`config.mk`:
```
export PLATFORM = sky130hd
export DESIGN_NAME = id_stage
export DESIGN_NICKNAME = d
export VERILOG_FILES = /design/src/hdl/id_pkg.sv /design/src/hdl/id_decoder.sv /design/src/hdl/id_imm_gen.sv /design/src/hdl/id_operand_mux.sv /design/src/hdl/id_pc_target.sv /design/src/hdl/id_ex_pipe.sv /design/src/hdl/id_stage.sv
export SDC_FILE = /design/constraint.sdc
export NUM_CORES = 1
export LEC_CHECK = 0
export CAP_MARGIN = 5
export CORE_AREA = 4 4 167 169
export DETAILED_ROUTE_END_ITERATION = 6
export DIE_AREA = 0 0 171 173
export DONT_BUFFER_PORTS = 1
export GPL_TIMING_DRIVEN = 0
export PLACE_DENSITY = 0.74
export SYNTH_ARGS = -nofsm -noshare
export SYNTH_HDL_FRONTEND = slang
export SYNTH_HIERARCHICAL = 1
export SYNTH_SLANG_ARGS = --single-unit
```
`constraint.sdc`:
```
create_clock -name clk -period 4.64 [get_ports clk]
set_input_delay 0.696 -clock clk [delete_from_list [all_inputs] [get_ports clk]]
set_output_delay 0.696 -clock clk [all_outputs]
set_load 0.02 [all_outputs]
```
`src/hdl/id_pkg.sv`:
```
package id_pkg;

  // Datapath and register index widths
  localparam int XLEN       = 32;
  localparam int REG_ADDR_W = 5;

  // Instruction word field positions
  localparam int OPC_MSB    = 6;
  localparam int OPC_LSB    = 0;
  localparam int RD_MSB     = 11;
  localparam int RD_LSB     = 7;
  localparam int FUNCT3_MSB = 14;
  localparam int FUNCT3_LSB = 12;
  localparam int RS1_MSB    = 19;
  localparam int RS1_LSB    = 15;
  localparam int RS2_MSB    = 24;
  localparam int RS2_LSB    = 20;
  localparam int FUNCT7_MSB = 31;
  localparam int FUNCT7_LSB = 25;

  // RV32I major opcodes
  localparam logic [6:0] OPC_OP_IMM = 7'b0010011;
  localparam logic [6:0] OPC_OP     = 7'b0110011;
  localparam logic [6:0] OPC_LUI    = 7'b0110111;
  localparam logic [6:0] OPC_AUIPC  = 7'b0010111;
  localparam logic [6:0] OPC_JAL    = 7'b1101111;
  localparam logic [6:0] OPC_JALR   = 7'b1100111;
  localparam logic [6:0] OPC_BRANCH = 7'b1100011;
  localparam logic [6:0] OPC_LOAD   = 7'b0000011;
  localparam logic [6:0] OPC_STORE  = 7'b0100011;

  // Link value offset for JAL and JALR
  localparam logic [XLEN-1:0] PC_INCR = XLEN'(4);

  // ALU operations, compare ops used by branches
  typedef enum logic [3:0] {
    ALU_ADD  = 4'h0,
    ALU_SUB  = 4'h1,
    ALU_SLL  = 4'h2,
    ALU_SLT  = 4'h3,
    ALU_SLTU = 4'h4,
    ALU_XOR  = 4'h5,
    ALU_SRL  = 4'h6,
    ALU_SRA  = 4'h7,
    ALU_OR   = 4'h8,
    ALU_AND  = 4'h9,
    ALU_EQ   = 4'hA,
    ALU_NE   = 4'hB,
    ALU_LT   = 4'hC,
    ALU_GE   = 4'hD,
    ALU_LTU  = 4'hE,
    ALU_GEU  = 4'hF
  } alu_op_e;

  // Forwarding source for rs1 and rs2
  typedef enum logic [1:0] {
    SEL_REGFILE = 2'b00,
    SEL_FW_EX   = 2'b01,
    SEL_FW_WB   = 2'b10
  } fw_sel_e;

  typedef enum logic [1:0] {
    OP_A_REG  = 2'b00,
    OP_A_PC   = 2'b01,
    OP_A_ZERO = 2'b10
  } op_a_sel_e;

  typedef enum logic {
    OP_B_REG = 1'b0,
    OP_B_IMM = 1'b1
  } op_b_sel_e;

  typedef enum logic {
    OP_C_REG = 1'b0,
    OP_C_BCH = 1'b1
  } op_c_sel_e;

  typedef enum logic [2:0] {
    IMMB_I      = 3'b000,
    IMMB_S      = 3'b001,
    IMMB_U      = 3'b010,
    IMMB_PCINCR = 3'b011
  } imm_b_sel_e;

  // Encoded as funct3[1:0] of loads and stores
  typedef enum logic [1:0] {
    LSU_BYTE = 2'b00,
    LSU_HALF = 2'b01,
    LSU_WORD = 2'b10
  } lsu_size_e;

endpackage

```
`src/hdl/id_decoder.sv`:
```
module id_decoder (
  input  logic [id_pkg::XLEN-1:0] instr_i,
  // ALU control and operand selects
  output id_pkg::alu_op_e         alu_op_o,
  output id_pkg::op_a_sel_e       op_a_sel_o,
  output id_pkg::op_b_sel_e       op_b_sel_o,
  output id_pkg::op_c_sel_e       op_c_sel_o,
  output id_pkg::imm_b_sel_e      imm_b_sel_o,
  // Register file
  output logic [1:0]              rf_re_o,
  output logic                    rf_we_o,
  // Load/store unit
  output logic                    lsu_en_o,
  output logic                    lsu_we_o,
  output id_pkg::lsu_size_e       lsu_size_o,
  // Control flow
  output logic                    alu_bch_o,
  output logic                    alu_jmp_o,
  output logic                    alu_jmpr_o,
  output logic                    illegal_o
);
  import id_pkg::*;

  logic [6:0] opcode;
  logic [2:0] funct3;
  logic [6:0] funct7;

  assign opcode = instr_i[OPC_MSB:OPC_LSB];
  assign funct3 = instr_i[FUNCT3_MSB:FUNCT3_LSB];
  assign funct7 = instr_i[FUNCT7_MSB:FUNCT7_LSB];

  always_comb begin
    // Plain register-register ADD unless the opcode says otherwise
    alu_op_o    = ALU_ADD;
    op_a_sel_o  = OP_A_REG;
    op_b_sel_o  = OP_B_REG;
    op_c_sel_o  = OP_C_REG;
    imm_b_sel_o = IMMB_I;
    rf_re_o     = 2'b00;
    rf_we_o     = 1'b0;
    lsu_en_o    = 1'b0;
    lsu_we_o    = 1'b0;
    // Size only matters when lsu_en_o is set
    lsu_size_o  = (funct3[1:0] == 2'b00) ? LSU_BYTE :
                  (funct3[1:0] == 2'b01) ? LSU_HALF : LSU_WORD;
    alu_bch_o   = 1'b0;
    alu_jmp_o   = 1'b0;
    alu_jmpr_o  = 1'b0;
    illegal_o   = 1'b0;

    case (opcode)
      OPC_OP_IMM: begin
        rf_re_o    = 2'b01;
        rf_we_o    = 1'b1;
        op_b_sel_o = OP_B_IMM;
        case (funct3)
          3'b000: alu_op_o = ALU_ADD;
          3'b010: alu_op_o = ALU_SLT;
          3'b011: alu_op_o = ALU_SLTU;
          3'b100: alu_op_o = ALU_XOR;
          3'b110: alu_op_o = ALU_OR;
          3'b111: alu_op_o = ALU_AND;
          3'b001: begin
            alu_op_o  = ALU_SLL;
            illegal_o = (funct7 != 7'b0000000);
          end
          default: begin
            // 3'b101 is SRLI or SRAI depending on instr[30]
            alu_op_o  = funct7[5] ? ALU_SRA : ALU_SRL;
            illegal_o = (funct7 != 7'b0000000) && (funct7 != 7'b0100000);
          end
        endcase
      end

      OPC_OP: begin
        rf_re_o = 2'b11;
        rf_we_o = 1'b1;
        case ({funct7, funct3})
          {7'b0000000, 3'b000}: alu_op_o = ALU_ADD;
          {7'b0100000, 3'b000}: alu_op_o = ALU_SUB;
          {7'b0000000, 3'b001}: alu_op_o = ALU_SLL;
          {7'b0000000, 3'b010}: alu_op_o = ALU_SLT;
          {7'b0000000, 3'b011}: alu_op_o = ALU_SLTU;
          {7'b0000000, 3'b100}: alu_op_o = ALU_XOR;
          {7'b0000000, 3'b101}: alu_op_o = ALU_SRL;
          {7'b0100000, 3'b101}: alu_op_o = ALU_SRA;
          {7'b0000000, 3'b110}: alu_op_o = ALU_OR;
          {7'b0000000, 3'b111}: alu_op_o = ALU_AND;
          default:              illegal_o = 1'b1;
        endcase
      end

      // LUI adds the U immediate to a zero operand A
      OPC_LUI, OPC_AUIPC: begin
        rf_we_o     = 1'b1;
        op_a_sel_o  = (opcode == OPC_LUI) ? OP_A_ZERO : OP_A_PC;
        op_b_sel_o  = OP_B_IMM;
        imm_b_sel_o = IMMB_U;
      end

      // Jumps compute the link value pc + 4 in the ALU
      OPC_JAL, OPC_JALR: begin
        rf_we_o     = 1'b1;
        alu_jmp_o   = 1'b1;
        op_a_sel_o  = OP_A_PC;
        op_b_sel_o  = OP_B_IMM;
        imm_b_sel_o = IMMB_PCINCR;
        if (opcode == OPC_JALR) begin
          rf_re_o    = 2'b01;
          alu_jmpr_o = 1'b1;
          illegal_o  = (funct3 != 3'b000);
        end
      end

      OPC_BRANCH: begin
        rf_re_o    = 2'b11;
        alu_bch_o  = 1'b1;
        // Branch target rides along in operand C
        op_c_sel_o = OP_C_BCH;
        case (funct3)
          3'b000:  alu_op_o = ALU_EQ;
          3'b001:  alu_op_o = ALU_NE;
          3'b100:  alu_op_o = ALU_LT;
          3'b101:  alu_op_o = ALU_GE;
          3'b110:  alu_op_o = ALU_LTU;
          3'b111:  alu_op_o = ALU_GEU;
          default: illegal_o = 1'b1;
        endcase
      end

      // Address is rs1 + I immediate
      OPC_LOAD: begin
        rf_re_o    = 2'b01;
        rf_we_o    = 1'b1;
        lsu_en_o   = 1'b1;
        op_b_sel_o = OP_B_IMM;
        illegal_o  = (funct3 == 3'b011) || (funct3[2:1] == 2'b11);
      end

      // Address is rs1 + S immediate, rs2 goes out as write data
      OPC_STORE: begin
        rf_re_o     = 2'b11;
        lsu_en_o    = 1'b1;
        lsu_we_o    = 1'b1;
        op_b_sel_o  = OP_B_IMM;
        imm_b_sel_o = IMMB_S;
        illegal_o   = funct3[2] || (funct3[1:0] == 2'b11);
      end

      default: illegal_o = 1'b1;
    endcase

    // Illegal words get no side effects but read both sources anyway
    if (illegal_o) begin
      rf_re_o    = 2'b11;
      rf_we_o    = 1'b0;
      lsu_en_o   = 1'b0;
      lsu_we_o   = 1'b0;
      alu_bch_o  = 1'b0;
      alu_jmp_o  = 1'b0;
      alu_jmpr_o = 1'b0;
    end
  end

endmodule

```
`src/hdl/id_imm_gen.sv`:
```
module id_imm_gen (
  input  logic [id_pkg::XLEN-1:0] instr_i,
  input  id_pkg::imm_b_sel_e      imm_b_sel_i,
  output logic [id_pkg::XLEN-1:0] imm_b_o,
  output logic [id_pkg::XLEN-1:0] imm_i_o,
  output logic [id_pkg::XLEN-1:0] imm_sb_o,
  output logic [id_pkg::XLEN-1:0] imm_uj_o
);
  import id_pkg::*;

  logic [XLEN-1:0] imm_s;
  logic [XLEN-1:0] imm_u;

  // All signed formats take their sign from instr[31]
  assign imm_i_o  = {{20{instr_i[31]}}, instr_i[31:20]};
  assign imm_s    = {{20{instr_i[31]}}, instr_i[31:25], instr_i[11:7]};
  // B and J offsets are in halfwords so bit 0 is always zero
  assign imm_sb_o = {{19{instr_i[31]}}, instr_i[31], instr_i[7], instr_i[30:25],
                     instr_i[11:8], 1'b0};
  assign imm_uj_o = {{12{instr_i[31]}}, instr_i[19:12], instr_i[20], instr_i[30:21], 1'b0};
  // Upper immediate fills the top 20 bits
  assign imm_u    = {instr_i[31:12], 12'b0};

  // Operand B immediate
  always_comb begin
    case (imm_b_sel_i)
      IMMB_I:      imm_b_o = imm_i_o;
      IMMB_S:      imm_b_o = imm_s;
      IMMB_U:      imm_b_o = imm_u;
      IMMB_PCINCR: imm_b_o = PC_INCR;
      default:     imm_b_o = imm_i_o;
    endcase
  end

endmodule

```
`src/hdl/id_operand_mux.sv`:
```
module id_operand_mux (
  // Forwarding selects from the controller
  input  id_pkg::fw_sel_e         fw_sel_a_i,
  input  id_pkg::fw_sel_e         fw_sel_b_i,
  // Candidate data
  input  logic [id_pkg::XLEN-1:0] rf_rdata_a_i,
  input  logic [id_pkg::XLEN-1:0] rf_rdata_b_i,
  input  logic [id_pkg::XLEN-1:0] rf_wdata_ex_i,
  input  logic [id_pkg::XLEN-1:0] rf_wdata_wb_i,
  input  logic [id_pkg::XLEN-1:0] pc_i,
  input  logic [id_pkg::XLEN-1:0] imm_b_i,
  input  logic [id_pkg::XLEN-1:0] bch_target_i,
  // Decoder selects
  input  id_pkg::op_a_sel_e       op_a_sel_i,
  input  id_pkg::op_b_sel_e       op_b_sel_i,
  input  id_pkg::op_c_sel_e       op_c_sel_i,
  output logic [id_pkg::XLEN-1:0] operand_a_fw_o,
  output logic [id_pkg::XLEN-1:0] operand_a_o,
  output logic [id_pkg::XLEN-1:0] operand_b_o,
  output logic [id_pkg::XLEN-1:0] operand_c_o
);
  import id_pkg::*;

  logic [XLEN-1:0] operand_b_fw;

  ////////////////////
  // Forwarding
  ////////////////////

  // Newest result wins, EX is younger than WB
  always_comb begin
    case (fw_sel_a_i)
      SEL_FW_EX: operand_a_fw_o = rf_wdata_ex_i;
      SEL_FW_WB: operand_a_fw_o = rf_wdata_wb_i;
      default:   operand_a_fw_o = rf_rdata_a_i;
    endcase
  end

  always_comb begin
    case (fw_sel_b_i)
      SEL_FW_EX: operand_b_fw = rf_wdata_ex_i;
      SEL_FW_WB: operand_b_fw = rf_wdata_wb_i;
      default:   operand_b_fw = rf_rdata_b_i;
    endcase
  end

  ////////////////////
  // Operand select
  ////////////////////

  // Zero operand A turns LUI into 0 + U immediate
  always_comb begin
    case (op_a_sel_i)
      OP_A_PC:   operand_a_o = pc_i;
      OP_A_ZERO: operand_a_o = '0;
      default:   operand_a_o = operand_a_fw_o;
    endcase
  end

  assign operand_b_o = (op_b_sel_i == OP_B_IMM) ? imm_b_i : operand_b_fw;

  // Store data or branch target
  assign operand_c_o = (op_c_sel_i == OP_C_BCH) ? bch_target_i : operand_b_fw;

endmodule

```
`src/hdl/id_pc_target.sv`:
```
module id_pc_target (
  input  logic [id_pkg::XLEN-1:0] pc_i,
  input  logic [id_pkg::XLEN-1:0] imm_sb_i,
  input  logic [id_pkg::XLEN-1:0] imm_uj_i,
  input  logic [id_pkg::XLEN-1:0] imm_i_i,
  // Forwarded rs1 for JALR
  input  logic [id_pkg::XLEN-1:0] jalr_base_i,
  input  logic                    alu_jmpr_i,
  output logic [id_pkg::XLEN-1:0] bch_target_o,
  output logic [id_pkg::XLEN-1:0] jmp_target_o
);
  import id_pkg::*;

  logic [XLEN-1:0] jal_target;
  logic [XLEN-1:0] jalr_sum;

  // Branch target is computed for every branch whether taken or not
  assign bch_target_o = pc_i + imm_sb_i;

  assign jal_target = pc_i + imm_uj_i;
  assign jalr_sum   = jalr_base_i + imm_i_i;

  // JALR drops bit 0 of the sum
  assign jmp_target_o = alu_jmpr_i ? {jalr_sum[XLEN-1:1], 1'b0} : jal_target;

endmodule

```
`src/hdl/id_ex_pipe.sv`:
```
module id_ex_pipe (
  input  logic                          clk,
  input  logic                          rst_n,
  // Handshake
  input  logic                          instr_valid_i,
  input  logic                          kill_i,
  input  logic                          halt_i,
  input  logic                          ex_ready_i,
  output logic                          id_ready_o,
  output logic                          ex_valid_o,
  // Decoded instruction from ID
  input  logic [id_pkg::XLEN-1:0]       operand_a_i,
  input  logic [id_pkg::XLEN-1:0]       operand_b_i,
  input  logic [id_pkg::XLEN-1:0]       operand_c_i,
  input  id_pkg::alu_op_e               alu_op_i,
  input  logic                          rf_we_i,
  input  logic [id_pkg::REG_ADDR_W-1:0] rf_waddr_i,
  input  logic                          lsu_en_i,
  input  logic                          lsu_we_i,
  input  id_pkg::lsu_size_e             lsu_size_i,
  input  logic                          alu_bch_i,
  input  logic                          alu_jmp_i,
  input  logic                          illegal_i,
  input  logic [id_pkg::XLEN-1:0]       pc_i,
  // Registered fields toward EX
  output logic [id_pkg::XLEN-1:0]       ex_operand_a_o,
  output logic [id_pkg::XLEN-1:0]       ex_operand_b_o,
  output logic [id_pkg::XLEN-1:0]       ex_operand_c_o,
  output id_pkg::alu_op_e               ex_alu_op_o,
  output logic                          ex_rf_we_o,
  output logic [id_pkg::REG_ADDR_W-1:0] ex_rf_waddr_o,
  output logic                          ex_lsu_en_o,
  output logic                          ex_lsu_we_o,
  output id_pkg::lsu_size_e             ex_lsu_size_o,
  output logic                          ex_alu_bch_o,
  output logic                          ex_alu_jmp_o,
  output logic                          ex_illegal_o,
  output logic [id_pkg::XLEN-1:0]       ex_pc_o
);
  import id_pkg::*;

  logic id_valid;
  logic transfer;

  // Kill and halt both keep the instruction out of EX
  assign id_valid   = instr_valid_i && !kill_i && !halt_i;
  // A killed instruction is dropped at once so IF may refill
  assign id_ready_o = kill_i || (ex_ready_i && !halt_i);
  assign transfer   = id_valid && ex_ready_i;

  always_ff @(posedge clk or negedge rst_n) begin
    if (!rst_n) begin
      ex_valid_o     <= 1'b0;
      ex_operand_a_o <= '0;
      ex_operand_b_o <= '0;
      ex_operand_c_o <= '0;
      ex_alu_op_o    <= ALU_ADD;
      ex_rf_we_o     <= 1'b0;
      ex_rf_waddr_o  <= '0;
      ex_lsu_en_o    <= 1'b0;
      ex_lsu_we_o    <= 1'b0;
      ex_lsu_size_o  <= LSU_BYTE;
      ex_alu_bch_o   <= 1'b0;
      ex_alu_jmp_o   <= 1'b0;
      ex_illegal_o   <= 1'b0;
      ex_pc_o        <= '0;
    end else if (transfer) begin
      ex_valid_o     <= 1'b1;
      ex_operand_a_o <= operand_a_i;
      ex_operand_b_o <= operand_b_i;
      ex_operand_c_o <= operand_c_i;
      ex_alu_op_o    <= alu_op_i;
      ex_rf_we_o     <= rf_we_i;
      ex_rf_waddr_o  <= rf_waddr_i;
      ex_lsu_en_o    <= lsu_en_i;
      ex_lsu_we_o    <= lsu_we_i;
      ex_lsu_size_o  <= lsu_size_i;
      ex_alu_bch_o   <= alu_bch_i;
      ex_alu_jmp_o   <= alu_jmp_i;
      ex_illegal_o   <= illegal_i;
      ex_pc_o        <= pc_i;
    end else if (ex_ready_i) begin
      // EX consumed its slot and nothing new arrived
      ex_valid_o <= 1'b0;
    end
  end

  ////////////////////
  // Assertions
  ////////////////////

  // Stalled EX sees the same instruction on the next cycle
  a_hold_on_stall : assert property (
    @(posedge clk) disable iff (!rst_n)
    (ex_valid_o && !ex_ready_i) |=> ex_valid_o && $stable({ex_operand_a_o, ex_operand_b_o,
      ex_operand_c_o, ex_alu_op_o, ex_rf_we_o, ex_rf_waddr_o, ex_lsu_en_o, ex_lsu_we_o,
      ex_lsu_size_o, ex_alu_bch_o, ex_alu_jmp_o, ex_illegal_o, ex_pc_o})
  );

  // Valid only appears behind an accepted transfer
  a_valid_from_transfer : assert property (
    @(posedge clk) disable iff (!rst_n)
    $rose(ex_valid_o) |-> $past(id_valid && ex_ready_i)
  );

  // Decoder must have stripped side effects from illegal words
  a_illegal_no_side_effect : assert property (
    @(posedge clk) disable iff (!rst_n)
    ex_illegal_o |-> !(ex_rf_we_o || ex_lsu_en_o)
  );

endmodule

```
`src/hdl/id_stage.sv`:
```
module id_stage (
  input  logic                          clk,
  input  logic                          rst_n,
  // IF to ID
  input  logic                          instr_valid_i,
  input  logic [id_pkg::XLEN-1:0]       instr_i,
  input  logic [id_pkg::XLEN-1:0]       pc_i,
  output logic                          id_ready_o,
  // Controller
  input  logic                          kill_i,
  input  logic                          halt_i,
  input  id_pkg::fw_sel_e               fw_sel_a_i,
  input  id_pkg::fw_sel_e               fw_sel_b_i,
  // Forwarded results
  input  logic [id_pkg::XLEN-1:0]       rf_wdata_ex_i,
  input  logic [id_pkg::XLEN-1:0]       rf_wdata_wb_i,
  // Register file read ports
  output logic [id_pkg::REG_ADDR_W-1:0] rf_raddr_a_o,
  output logic [id_pkg::REG_ADDR_W-1:0] rf_raddr_b_o,
  output logic [1:0]                    rf_re_o,
  input  logic [id_pkg::XLEN-1:0]       rf_rdata_a_i,
  input  logic [id_pkg::XLEN-1:0]       rf_rdata_b_i,
  // Combinational jump target to IF
  output logic [id_pkg::XLEN-1:0]       jmp_target_o,
  // ID to EX
  input  logic                          ex_ready_i,
  output logic                          ex_valid_o,
  output logic [id_pkg::XLEN-1:0]       ex_operand_a_o,
  output logic [id_pkg::XLEN-1:0]       ex_operand_b_o,
  output logic [id_pkg::XLEN-1:0]       ex_operand_c_o,
  output id_pkg::alu_op_e               ex_alu_op_o,
  output logic                          ex_rf_we_o,
  output logic [id_pkg::REG_ADDR_W-1:0] ex_rf_waddr_o,
  output logic                          ex_lsu_en_o,
  output logic                          ex_lsu_we_o,
  output id_pkg::lsu_size_e             ex_lsu_size_o,
  output logic                          ex_alu_bch_o,
  output logic                          ex_alu_jmp_o,
  output logic                          ex_illegal_o,
  output logic [id_pkg::XLEN-1:0]       ex_pc_o
);
  import id_pkg::*;

  // Decoder control
  alu_op_e    alu_op;
  op_a_sel_e  op_a_sel;
  op_b_sel_e  op_b_sel;
  op_c_sel_e  op_c_sel;
  imm_b_sel_e imm_b_sel;
  lsu_size_e  lsu_size;
  logic       rf_we;
  logic       lsu_en;
  logic       lsu_we;
  logic       alu_bch;
  logic       alu_jmp;
  logic       alu_jmpr;
  logic       illegal;

  // Datapath
  logic [XLEN-1:0]       imm_b;
  logic [XLEN-1:0]       imm_i;
  logic [XLEN-1:0]       imm_sb;
  logic [XLEN-1:0]       imm_uj;
  logic [XLEN-1:0]       bch_target;
  logic [XLEN-1:0]       operand_a_fw;
  logic [XLEN-1:0]       operand_a;
  logic [XLEN-1:0]       operand_b;
  logic [XLEN-1:0]       operand_c;
  logic [REG_ADDR_W-1:0] rf_waddr;

  // Source and destination fields sit at fixed positions in every format
  assign rf_raddr_a_o = instr_i[RS1_MSB:RS1_LSB];
  assign rf_raddr_b_o = instr_i[RS2_MSB:RS2_LSB];
  assign rf_waddr     = instr_i[RD_MSB:RD_LSB];

  ////////////////////
  // Decode
  ////////////////////

  id_decoder i_decoder (
    .instr_i     (instr_i),
    .alu_op_o    (alu_op),
    .op_a_sel_o  (op_a_sel),
    .op_b_sel_o  (op_b_sel),
    .op_c_sel_o  (op_c_sel),
    .imm_b_sel_o (imm_b_sel),
    .rf_re_o     (rf_re_o),
    .rf_we_o     (rf_we),
    .lsu_en_o    (lsu_en),
    .lsu_we_o    (lsu_we),
    .lsu_size_o  (lsu_size),
    .alu_bch_o   (alu_bch),
    .alu_jmp_o   (alu_jmp),
    .alu_jmpr_o  (alu_jmpr),
    .illegal_o   (illegal)
  );

  id_imm_gen i_imm_gen (
    .instr_i     (instr_i),
    .imm_b_sel_i (imm_b_sel),
    .imm_b_o     (imm_b),
    .imm_i_o     (imm_i),
    .imm_sb_o    (imm_sb),
    .imm_uj_o    (imm_uj)
  );

  ////////////////////
  // Targets and operands
  ////////////////////

  // JALR base comes from the rs1 forwarding mux
  id_pc_target i_pc_target (
    .pc_i         (pc_i),
    .imm_sb_i     (imm_sb),
    .imm_uj_i     (imm_uj),
    .imm_i_i      (imm_i),
    .jalr_base_i  (operand_a_fw),
    .alu_jmpr_i   (alu_jmpr),
    .bch_target_o (bch_target),
    .jmp_target_o (jmp_target_o)
  );

  id_operand_mux i_operand_mux (
    .fw_sel_a_i     (fw_sel_a_i),
    .fw_sel_b_i     (fw_sel_b_i),
    .rf_rdata_a_i   (rf_rdata_a_i),
    .rf_rdata_b_i   (rf_rdata_b_i),
    .rf_wdata_ex_i  (rf_wdata_ex_i),
    .rf_wdata_wb_i  (rf_wdata_wb_i),
    .pc_i           (pc_i),
    .imm_b_i        (imm_b),
    .bch_target_i   (bch_target),
    .op_a_sel_i     (op_a_sel),
    .op_b_sel_i     (op_b_sel),
    .op_c_sel_i     (op_c_sel),
    .operand_a_fw_o (operand_a_fw),
    .operand_a_o    (operand_a),
    .operand_b_o    (operand_b),
    .operand_c_o    (operand_c)
  );

  ////////////////////
  // ID/EX register
  ////////////////////

  id_ex_pipe i_id_ex_pipe (
    .clk            (clk),
    .rst_n          (rst_n),
    .instr_valid_i  (instr_valid_i),
    .kill_i         (kill_i),
    .halt_i         (halt_i),
    .ex_ready_i     (ex_ready_i),
    .id_ready_o     (id_ready_o),
    .ex_valid_o     (ex_valid_o),
    .operand_a_i    (operand_a),
    .operand_b_i    (operand_b),
    .operand_c_i    (operand_c),
    .alu_op_i       (alu_op),
    .rf_we_i        (rf_we),
    .rf_waddr_i     (rf_waddr),
    .lsu_en_i       (lsu_en),
    .lsu_we_i       (lsu_we),
    .lsu_size_i     (lsu_size),
    .alu_bch_i      (alu_bch),
    .alu_jmp_i      (alu_jmp),
    .illegal_i      (illegal),
    .pc_i           (pc_i),
    .ex_operand_a_o (ex_operand_a_o),
    .ex_operand_b_o (ex_operand_b_o),
    .ex_operand_c_o (ex_operand_c_o),
    .ex_alu_op_o    (ex_alu_op_o),
    .ex_rf_we_o     (ex_rf_we_o),
    .ex_rf_waddr_o  (ex_rf_waddr_o),
    .ex_lsu_en_o    (ex_lsu_en_o),
    .ex_lsu_we_o    (ex_lsu_we_o),
    .ex_lsu_size_o  (ex_lsu_size_o),
    .ex_alu_bch_o   (ex_alu_bch_o),
    .ex_alu_jmp_o   (ex_alu_jmp_o),
    .ex_illegal_o   (ex_illegal_o),
    .ex_pc_o        (ex_pc_o)
  );

endmodule

```
# Word level (Yosys, flattened, before mapping)
# Index checks and enable logic that the tools add are counted.
dict set report word_totals {
  input_bits 202
  wordCells 122
  output_inout_bits 191
  ff_bits 146
}
dict set report classes {
  mux 41
  addsub 3
  n_reduce_logical 26
  eq_ne 38
}
# operator count
set op_table {}
lappend op_table {{$pmux W32 S2} 3}
lappend op_table {{$add A32 B32 Y32} 3}
lappend op_table {{$mux W32} 3}
lappend op_table {{$pmux W32 S3} 1}
lappend op_table {{$eq A10 B3 Y1 const B} 4}
lappend op_table {{$pmux W4 S9} 1}
lappend op_table {{$pmux W4 S7} 1}
lappend op_table {{$pmux W4 S6} 1}
lappend op_table {{$eq A7 B6 Y1 const B} 3}
lappend op_table {{$eq A7 B7 Y1 const B} 3}
lappend op_table {{$mux W1} 21}
lappend op_table {{$eq A10 B2 Y1 const B} 2}
lappend op_table {{$eq A10 B9 Y1 const B} 2}
lappend op_table {{$eq A2 B2 Y1 const B} 7}
lappend op_table {{$eq A7 B5 Y1 const B} 2}
lappend op_table {{$reduce_or A7 Y1} 2}
lappend op_table {{$eq A3 B3 Y1 const B} 4}
lappend op_table {{$pmux W2 S3} 2}
lappend op_table {{$pmux W4 S3} 1}
lappend op_table {{$reduce_or A6 Y1} 2}
lappend op_table {{$eq A10 B1 Y1 const B} 1}
lappend op_table {{$eq A2 B1 Y1 const B} 5}
lappend op_table {{$logic_not A10 Y1} 1}
lappend op_table {{$reduce_or A10 Y1} 1}
lappend op_table {{other kinds (18)} 32}

# Depth between registers and ports, before layout
# Gate-level depths: netlist of the first run.
dict set report logic_depth {
  depth_word 6
  mapped_depth 16
  depth_no_buf 14
}

# By module
# The synthesis of the first run kept the hierarchy.
# mod cells_each area_per_inst_um2 n_inst seq_area_each_um2
set modules_own_cells {}
lappend modules_own_cells {id_ex_pipe 311 5670.4 1 3653.5}
lappend modules_own_cells {id_pc_target 759 5277.6 1 0.0}
lappend modules_own_cells {id_operand_mux 412 2592.5 1 0.0}
lappend modules_own_cells {id_imm_gen 157 1164.9 1 0.0}
lappend modules_own_cells {id_decoder 108 654.4 1 0.0}
lappend modules_own_cells {id_stage 10 75.1 1 0.0}

# Least setup slack after synthesis of the first run
# OpenSTA, ideal clock, no wires.
dict set report synth_timing {
  kind {in2out}
  start {input fw_sel_a_i[0]}
  end {output jmp_target_o[26] in the netlist's numbering}
  n_path_buf 2
  setup_slack_ps 54
  t_arrival_ps 3890
  stages 16
  required_time_ps 3944
  path_cell_list {inv_1 > ha_1 > buf_6 > buf_2 > nor2b_1 > nor2_1 > and2_1 > fa_1 > a21o_2 > a221oi_1 > a22o_2 > o31a_4 > o22ai_2 > a311oi_2 > xor2_1 > mux2i_1}
}
dict set report synth_between {
  elab_chain_cells 4
  word_cells_on_any_way 5
  cone_classes {1 x add/sub; 2 x eq/ne; 2 x mux}
}
# item line
set synth_rtl {}
lappend synth_rtl {{start, declared} id_stage.sv:12} ;# input id_pkg::fw_sel_e fw_sel_a_i,
lappend synth_rtl {{$eq A2 B2 Y1 / $eq A2 B1 Y1 (equally long branches)} id_operand_mux.sv:32} ;# case (fw_sel_a_i)
lappend synth_rtl {{$pmux W32 S2 *} id_operand_mux.sv:32}
lappend synth_rtl {{via operand_a_fw[0]} id_stage.sv:65} ;# logic [XLEN-1:0] operand_a_fw;
lappend synth_rtl {{$add A32 B32 Y32 *} id_pc_target.sv:21} ;# assign jalr_sum = jalr_base_i + imm_i_i;
lappend synth_rtl {{$mux W32 *} id_pc_target.sv:24} ;# assign jmp_target_o = alu_jmpr_i ? {jalr_sum[XLEN-1:1], 1'b0} : jal_target;
lappend synth_rtl {{end, declared} id_stage.sv:24} ;# output logic [id_pkg::XLEN-1:0] jmp_target_o,
# Mark *: on every way through the listed nets, which the timed path passes. The rest lies on a longest branch.

# Worst setup path after layout of the first run
dict set report layout_timing {
  start {input fw_sel_a_i[0]}
  end {output jmp_target_o[29] in the netlist's numbering}
}
# Same word-level chain as after synthesis.

==> results.sh, run 1 <==
export IMPL_drt_total_wl_mm=59.6
export IMPL_clock_path_buffers=2
export IMPL_hp_class="in2async"
export IMPL_core_sq_mm=0.0266
export IMPL_final_max_slew_viol_count=0
export IMPL_placed_area_sq_mm=0.0159
export IMPL_layout_nets=2100
export IMPL_grt_pass1_wl_mm=86.7
export IMPL_place_ws_ns=-0.714
export IMPL_fp_dieArea_sq_mm=0.0296
export IMPL_fin_area_sq_mm=0.0175
export IMPL_cts_tree="done"
export IMPL_cts_buffers_inserted=17
export IMPL_gr_usage_met1_pct=48.4
export IMPL_finalCritPeriodShare_pct=101
export IMPL_drc=0
export IMPL_overflow=0
export IMPL_r2r_start="i_id_ex_pipe/ex_rf_waddr_o[0]"
export IMPL_synth_ff_type="dfrtp_1"
export IMPL_grt_util_met3_pct=11.0
export IMPL_worstMarginPinSlew_ns=0.952
export IMPL_syn_area_sq_mm=0.0154
export IMPL_path_max_fanout=10
export IMPL_grt_setup_unrepaired="yes"
export IMPL_grt_start_max_net_pins=147
export IMPL_worstPathRequired_ns=3.94
export IMPL_start_kind="input port"
export IMPL_swShare_pct=43.6
export IMPL_seq_area_frac_synth_pct=23.7
export IMPL_numClockSinks=146
export IMPL_pin_count=393
export IMPL_p_seq_share_pct=38.1
export IMPL_drv_cap=0
export IMPL_syn_area_per_cell_sq_um=8.78
export IMPL_synth_async_sr_flop_share_pct=100
export IMPL_grt_pass1_vias=14500
export IMPL_final_cells=2151
export IMPL_synth_edf_count=0
export IMPL_die_w_um=171
export IMPL_setup_violations=2
export IMPL_drt_iter0_drc=1508
export IMPL_yosys_top_cells_area="dfrtp_1 24%, mux2_2 9.9%, ha_1 8.1%"
export IMPL_syn_to_final_growth_pct=13.6
export IMPL_clockPowerShare_pct=24.4
export IMPL_leakage_nw=7.14
export IMPL_intPower_mw=3.33
export IMPL_cts_max_level=4
export IMPL_insertion_delay_ns=0.43
export IMPL_initial_core_util_pct=58.1
export IMPL_path_clk_slew_ns=0.07
export IMPL_routed_via_density=6.89
export IMPL_synth_warnings=6
export IMPL_ys_types=90
export IMPL_utilization_pct=66.0
export IMPL_ir_drop_uv=228
export IMPL_ys_ff_latch=146
export IMPL_track_usage_pct=38.1
export IMPL_finalHoldViolations=0
export IMPL_period_minus_slack_ns=4.71
export IMPL_vias=14800
export IMPL_switchingPower_mw=2.58
export IMPL_yosysTopAreaCell="dfrtp_1"
export IMPL_ant_nets=0
export IMPL_antenna_found_initial=2
export IMPL_comb_power_share_pct=37.4
export IMPL_detail_route_wl_per_cell_um=27.7
export IMPL_slew_headroom_pct=35.9
export IMPL_worst_setup_path_end_kind="primary output"
export IMPL_portBuffers=0
export IMPL_finClkSkew_ns=0
export IMPL_failed_checks="negative setup slack"
export IMPL_arrival_ns=4.01
export IMPL_p_per_area_mw_per_mm2=337
export IMPL_rows=60
export IMPL_fin_ws_ns=-0.0692
export IMPL_dp_cells=2099
export IMPL_gp_congestion=1.01
export IMPL_place_hpwl_mm=45.8
export IMPL_netlist_area_leader_share_pct=23.7
export IMPL_netlist_instances=1757
export IMPL_die_height_um=173
export IMPL_root_buffer="clkbuf_16"
export IMPL_drt_pass1_iterations=6
export IMPL_startpoint="fw_sel_a_i[0]"
export IMPL_drive_above_1_share_pct=27.7
export IMPL_use_met2_pct=59.1
export IMPL_status="complete, but fails checks"
export IMPL_grt_busiest_layer="met2"
export IMPL_max_freq_mhz=212
export IMPL_crit_type="in2out"
export IMPL_finalPower_mw=5.91
## cell usage after synthesis (5+ instances only)
| cell | number |
|---|---|
| a221oi_1 | 69 |
| clkbuf_1 | 48 |
| o21bai_1 | 12 |
| buf_4 | 110 |
| xnor2_1 | 39 |
| a22o_1 | 9 |
| inv_1 | 39 |
| nand4_1 | 12 |
| nor2b_1 | 80 |
| a21o_1 | 40 |
| a31oi_1 | 12 |
| ha_1 | 100 |
| dfrtp_1 | 146 |
| o211ai_1 | 11 |
| mux2i_1 | 7 |
| or2_2 | 7 |
| mux2_4 | 10 |
| xor2_1 | 35 |
| o221ai_1 | 5 |
| or3_1 | 7 |
| nand3_1 | 31 |
| nor4_1 | 6 |
| o22ai_1 | 9 |
| buf_12 | 15 |
| nand2b_1 | 14 |
| nand3b_1 | 42 |
| a21oi_1 | 90 |
| o21ai_0 | 73 |
| nor2_1 | 102 |
| mux2_2 | 136 |
| nor3_1 | 24 |
| nand2_1 | 140 |
| o21a_1 | 13 |
| and2_1 | 12 |
| a22o_2 | 11 |
| a211oi_1 | 10 |
| buf_2 | 25 |
| o31ai_1 | 104 |
| and3_1 | 11 |
## per-layer routing
metal / part of all wire (%) / vias to the layer above
li1: - / 6533
met4: 5.3 / 0
met5: 0 / -
met1: 39 / 7181
met3: 11 / 186
met2: 45 / 910
## worst paths after layout
| kind | to | slack [ns] | cells past startpoint |
|---|---|---|---|
| setup reg to reg | i_id_ex_pipe/ex_rf_waddr_o[0] | 3.70 | 1 |
| hold / removal | i_id_ex_pipe/ex_pc_o[17] | 0.18 | 1 |
| setup / recovery | jmp_target_o[29] | -0.07 | 15 |
| hold reg to reg | i_id_ex_pipe/ex_operand_b_o[17] | 0.67 | 1 |
| min in group clk | i_id_ex_pipe/ex_pc_o[0] | 0.40 | 1 |
| max in group asynchronous | i_id_ex_pipe/ex_pc_o[24] | 3.70 | 1 |
## final cells by class
type | instances | area, sq um
diodes | 2 | 5.00
plain buffers | 206 | 1600
clock buffers | 18 | 439
clock inverters | 14 | 143
fillers | 2220 | 9040
inverters | 39 | 154
multi-input cells | 1364 | 10900
flip-flops and latches | 146 | 3650
well taps | 341 | 427
repair buffers | 21 | 194
## flip-flops by register name, summed over array words and instances, names as in the netlist
name	count
i_id_ex_pipe/ex_rf_we_o	1
i_id_ex_pipe/ex_rf_waddr_o	5
i_id_ex_pipe/ex_operand_a_o	32
i_id_ex_pipe/ex_lsu_en_o	1
i_id_ex_pipe/ex_lsu_size_o	2
i_id_ex_pipe/ex_operand_b_o	32
i_id_ex_pipe/ex_alu_op_o	4
i_id_ex_pipe/ex_pc_o	32
i_id_ex_pipe/ex_illegal_o	1
i_id_ex_pipe/ex_operand_c_o	32
i_id_ex_pipe/ex_lsu_we_o	1
i_id_ex_pipe/ex_alu_jmp_o	1
i_id_ex_pipe/ex_valid_o	1
i_id_ex_pipe/ex_alu_bch_o	1
## cell families after synthesis
kind of cell               after synthesis  synth area share, %
DFF                                    146                 23.7
buffers and inverters                  248                 10.9
and+or+nand+nor                        507                 17.0
xor gates and xnor gates                74                 4.20
adders and majority gates              103                 8.50
AOI/OAI and AO/OA                      524                 24.4
other                                    2               0.0487
muxes                                  153                 11.3
## power groups by stage
| stage | sequential (mW) | combinational [mW] | clock (mW) |
|---|---|---|---|
| after global placement | 2.27 | 1.86 | 0 |
| after detailed placement | 2.28 | 1.90 | 0 |
| after floorplan | 2.18 | 1.53 | 0 |
| after global routing | 2.29 | 2.37 | 1.52 |
| final | 2.25 | 2.21 | 1.44 |
| after CTS | 2.26 | 2.06 | 1.47 |
## critical path: stages
cell,delay [ns]
inv_8,0.02
ha_4,0.25
buf_12,0.15
buf_4,0.16
nor2b_2,0.16
nor2_1,0.19
ha_2,0.33
nand2_1,0.14
a211oi_4,0.06
o211a_4,0.26
a311o_1,0.44
a21o_1,0.27
a2111oi_4,0.35
a211oi_1,0.07
a311o_2,0.43
## cell usage in the layout, fill, tap and decap left out, types with 12 or more instances in the layout
cell | Yosys | final
o21a_1 | 13 | 13
nand4_1 | 12 | 12
nor2b_1 | 80 | 66
clkbuf_16 | 0 | 17
nand3_1 | 31 | 30
o21ai_0 | 73 | 68
mux2_2 | 136 | 136
buf_2 | 25 | 18
nor2_1 | 102 | 95
xnor2_1 | 39 | 38
xor2_1 | 35 | 35
buf_4 | 110 | 133
a21oi_1 | 90 | 83
a21o_1 | 40 | 40
clkbuf_1 | 48 | 42
o31ai_1 | 104 | 103
a221oi_1 | 69 | 41
nand2_1 | 140 | 139
a221oi_4 | 0 | 19
nand3b_1 | 42 | 42
dfrtp_1 | 146 | 146
nor3_1 | 24 | 22
ha_1 | 100 | 87
nand2b_1 | 14 | 14
buf_12 | 15 | 19
inv_1 | 39 | 38
## stage by stage
step	hold slack [ns]	TNS, ns
floorplan	0.400	0
CTS	0.287	-0.0176
finish	0.181	-0.0730
detailed placement	0.405	-8.84
global route	0.272	-0.194
global placement	0.406	-8.70
## timing repair
| action | 4_1_cts | 5_1_grt |
|---|---|---|
| pin swaps | 19 | 37 |
| gates resized for setup | 95 | 83 |
| hold buffers | 1 | 0 |
| setup endpoints to repair | 22 | 17 |
| buffers inserted | 13 | 8 |
| cloned | 1 | 0 |
| hold endpoints to repair | 146 | 0 |
Power figures use the tool's default switching activity.
==> inputs of run 2 (changes only) <==
- CELL_PAD_IN_SITES_DETAIL_PLACEMENT: not set -> 0
- CELL_PAD_IN_SITES_GLOBAL_PLACEMENT: not set -> 1
- CORE_AREA: 4 4 167 169 -> 4 4 183 185
- DIE_AREA: 0 0 171 173 -> 0 0 187 189
- PLACE_DENSITY: 0.74 -> not set
- PLACE_DENSITY_LB_ADDON: not set -> 0.1
==> run 2 against run 1 <==
Net effect: clock power up 6%; the run still ends with negative setup slack left; non-clock buffer count unchanged; combinational power is essentially flat; final cell count up 3.1%; register-to-register slack hardly changed; sequential share of layout area is 0.13 points lower; core utilization shrank 11 points; clock skew unchanged; critical endpoint unchanged; maximum frequency up 0.42%; first-iteration DRC count is 23% lower; power is 1.3% higher; setup slack gained 0.020 ns.
==> results.sh, run 2 (synthesis results as in run 1) <==
export IMPL_ant_nets=0
export IMPL_syn_to_final_growth_pct=14.3
export IMPL_arrival_ns=3.99
export IMPL_slew_headroom_pct=34.1
export IMPL_leakage_nw=7.17
export IMPL_worst_setup_path_end_kind="primary output"
export IMPL_gr_usage_met1_pct=43.0
export IMPL_pin_count=393
export IMPL_track_usage_pct=33.7
export IMPL_core_sq_mm=0.0320
export IMPL_period_minus_slack_ns=4.69
export IMPL_portBuffers=0
export IMPL_detail_route_wl_per_cell_um=28.3
export IMPL_ir_drop_uv=265
export IMPL_crit_family="compound AO/OA/AOI/OAI gates"
export IMPL_cts_buffers_inserted=17
export IMPL_drt_total_wl_mm=62.7
export IMPL_path_buf_inv=2
export IMPL_numClockSinks=146
export IMPL_initial_core_util_pct=48.2
export IMPL_rr_endpoint="i_id_ex_pipe/ex_operand_c_o[25]"
export IMPL_clock_path_buffers=2
export IMPL_path_max_fanout=10
export IMPL_max_stage_delay_ns=0.45
export IMPL_insertion_delay_ns=0.44
export IMPL_p_per_area_mw_per_mm2=339
export IMPL_hp_class="in2async"
export IMPL_die_height_um=189
export IMPL_fin_ws_ns=-0.0494
export IMPL_finalCritPeriodShare_pct=101
export IMPL_finalPower_mw=5.99
export IMPL_worstMarginPinSlew_ns=0.978
export IMPL_overflow=0
export IMPL_root_buffer="clkbuf_16"
export IMPL_fp_dieArea_sq_mm=0.0353
export IMPL_r2r_start="i_id_ex_pipe/ex_operand_c_o[25]"
export IMPL_rrSetupSlack_ns=3.70
export IMPL_crit_type="in2out"
export IMPL_place_ws_ns=-0.628
export IMPL_routed_via_density=6.50
export IMPL_place_hpwl_mm=48.7
export IMPL_failed_checks="negative setup slack"
export IMPL_crit_chain="inv_4 -> ha_4 -> buf_12 -> a221oi_4 -> nor2_2 -> ha_4 -> nand2_1 -> a211oi_2 -> o211a_4 -> a311o_1 -> a21o_1 -> a2111oi_4 -> a211oi_2 -> a311o_2"
export IMPL_vias=14400
export IMPL_cts_max_level=4
export IMPL_rows=66
export IMPL_setup_violations=1
export IMPL_drt_pass1_iterations=5
export IMPL_grt_pass1_vias=14100
export IMPL_grt_util_met3_pct=10.2
export IMPL_finalHoldViolations=0
export IMPL_max_freq_mhz=213
export IMPL_grt_start_max_net_pins=147
export IMPL_final_common_cell="dfrtp_1"
export IMPL_layout_common_cells="146 x dfrtp_1, 140 x nand2_1, 136 x mux2_2"
export IMPL_finClkSkew_ns=0
export IMPL_die_w_um=187
export IMPL_drive_above_1_share_pct=28.2
export IMPL_drv_cap=0
export IMPL_path_clk_slew_ns=0.07
export IMPL_final_max_slew_viol_count=0
export IMPL_crit_path_top_delay_cell="a311o_1"
export IMPL_use_met2_pct=55.3
export IMPL_grt_pass1_wl_mm=90.4
export IMPL_layout_nets=2100
export IMPL_status="complete, but fails checks"
export IMPL_antenna_found_initial=2
export IMPL_r2r_cells=1
export IMPL_gp_congestion=0.939
export IMPL_start_kind="input port"
export IMPL_grt_busiest_layer="met2"
export IMPL_drc=0
export IMPL_cts_tree="done"
export IMPL_grt_setup_unrepaired="yes"
export IMPL_drt_iter0_drc=1154
export IMPL_worstPathRequired_ns=3.94
## run 2: stage by stage
stage          hold slack [ns]  instance area [sq um]  TNS (ns)  util (%)  std cells
2_1_floorplan            0.400                  15400         0         -       1758
3_3_place_gp             0.405                  15900     -9.65      49.8       2166
3_5_place_dp             0.405                  15900     -9.38      49.8       2166
4_1_cts                  0.295                  17300  -0.00461      53.9       2211
5_1_grt                  0.192                  17600    -0.242      55.1       2217
6_report                 0.136                  17600   -0.0494      55.1       2217
## run 2: layer usage
layer | share of wire, % | vias to the layer above
li1 | - | 6518
met1 | 40 | 7021
met2 | 46 | 765
met3 | 10 | 100
met4 | 2.9 | 2
met5 | 0.021 | -
## run 2: area by class of cell
class,instances,area (sq um)
antenna,1,2.50
buffer,205,1600
clock buffer,17,425
clock inverter,15,189
fill,3007,14400
inverter,39,149
multi-input combinational,1364,10900
sequential,146,3650
tap,408,510
timing repair buffer,22,200
## run 2: worst max-delay path by stage
| stage | startpoint | end | slack [ns] | depth (start not counted) |
|---|---|---|---|---|
| 2_1_floorplan | fw_sel_a_i[0] | jmp_target_o[26] | 0.05 | 16 |
| 3_3_place_gp | fw_sel_a_i[0] | jmp_target_o[28] | -0.64 | 15 |
| 3_5_place_dp | fw_sel_a_i[0] | jmp_target_o[26] | -0.63 | 16 |
| 4_1_cts | fw_sel_a_i[0] | jmp_target_o[29] | -0.005 | 15 |
| 5_1_grt | fw_sel_a_i[1] | jmp_target_o[29] | -0.12 | 14 |
| 6_report | fw_sel_a_i[0] | jmp_target_o[29] | -0.05 | 14 |
## run 2: where the power goes
part	internal [mW]	switching, mW
registers	1.59	0.668
logic	1.01	1.20
clock network	0.824	0.693
total	3.43	2.56
## run 2: what timing repair did
action | in CTS | in global routing
setup buffers | 14 | 8
setup endpoints to repair | 29 | 16
pin swaps | 22 | 29
hold endpoints to repair | 146 | 0
gates resized for setup | 117 | 63
hold buffers | 1 | 0
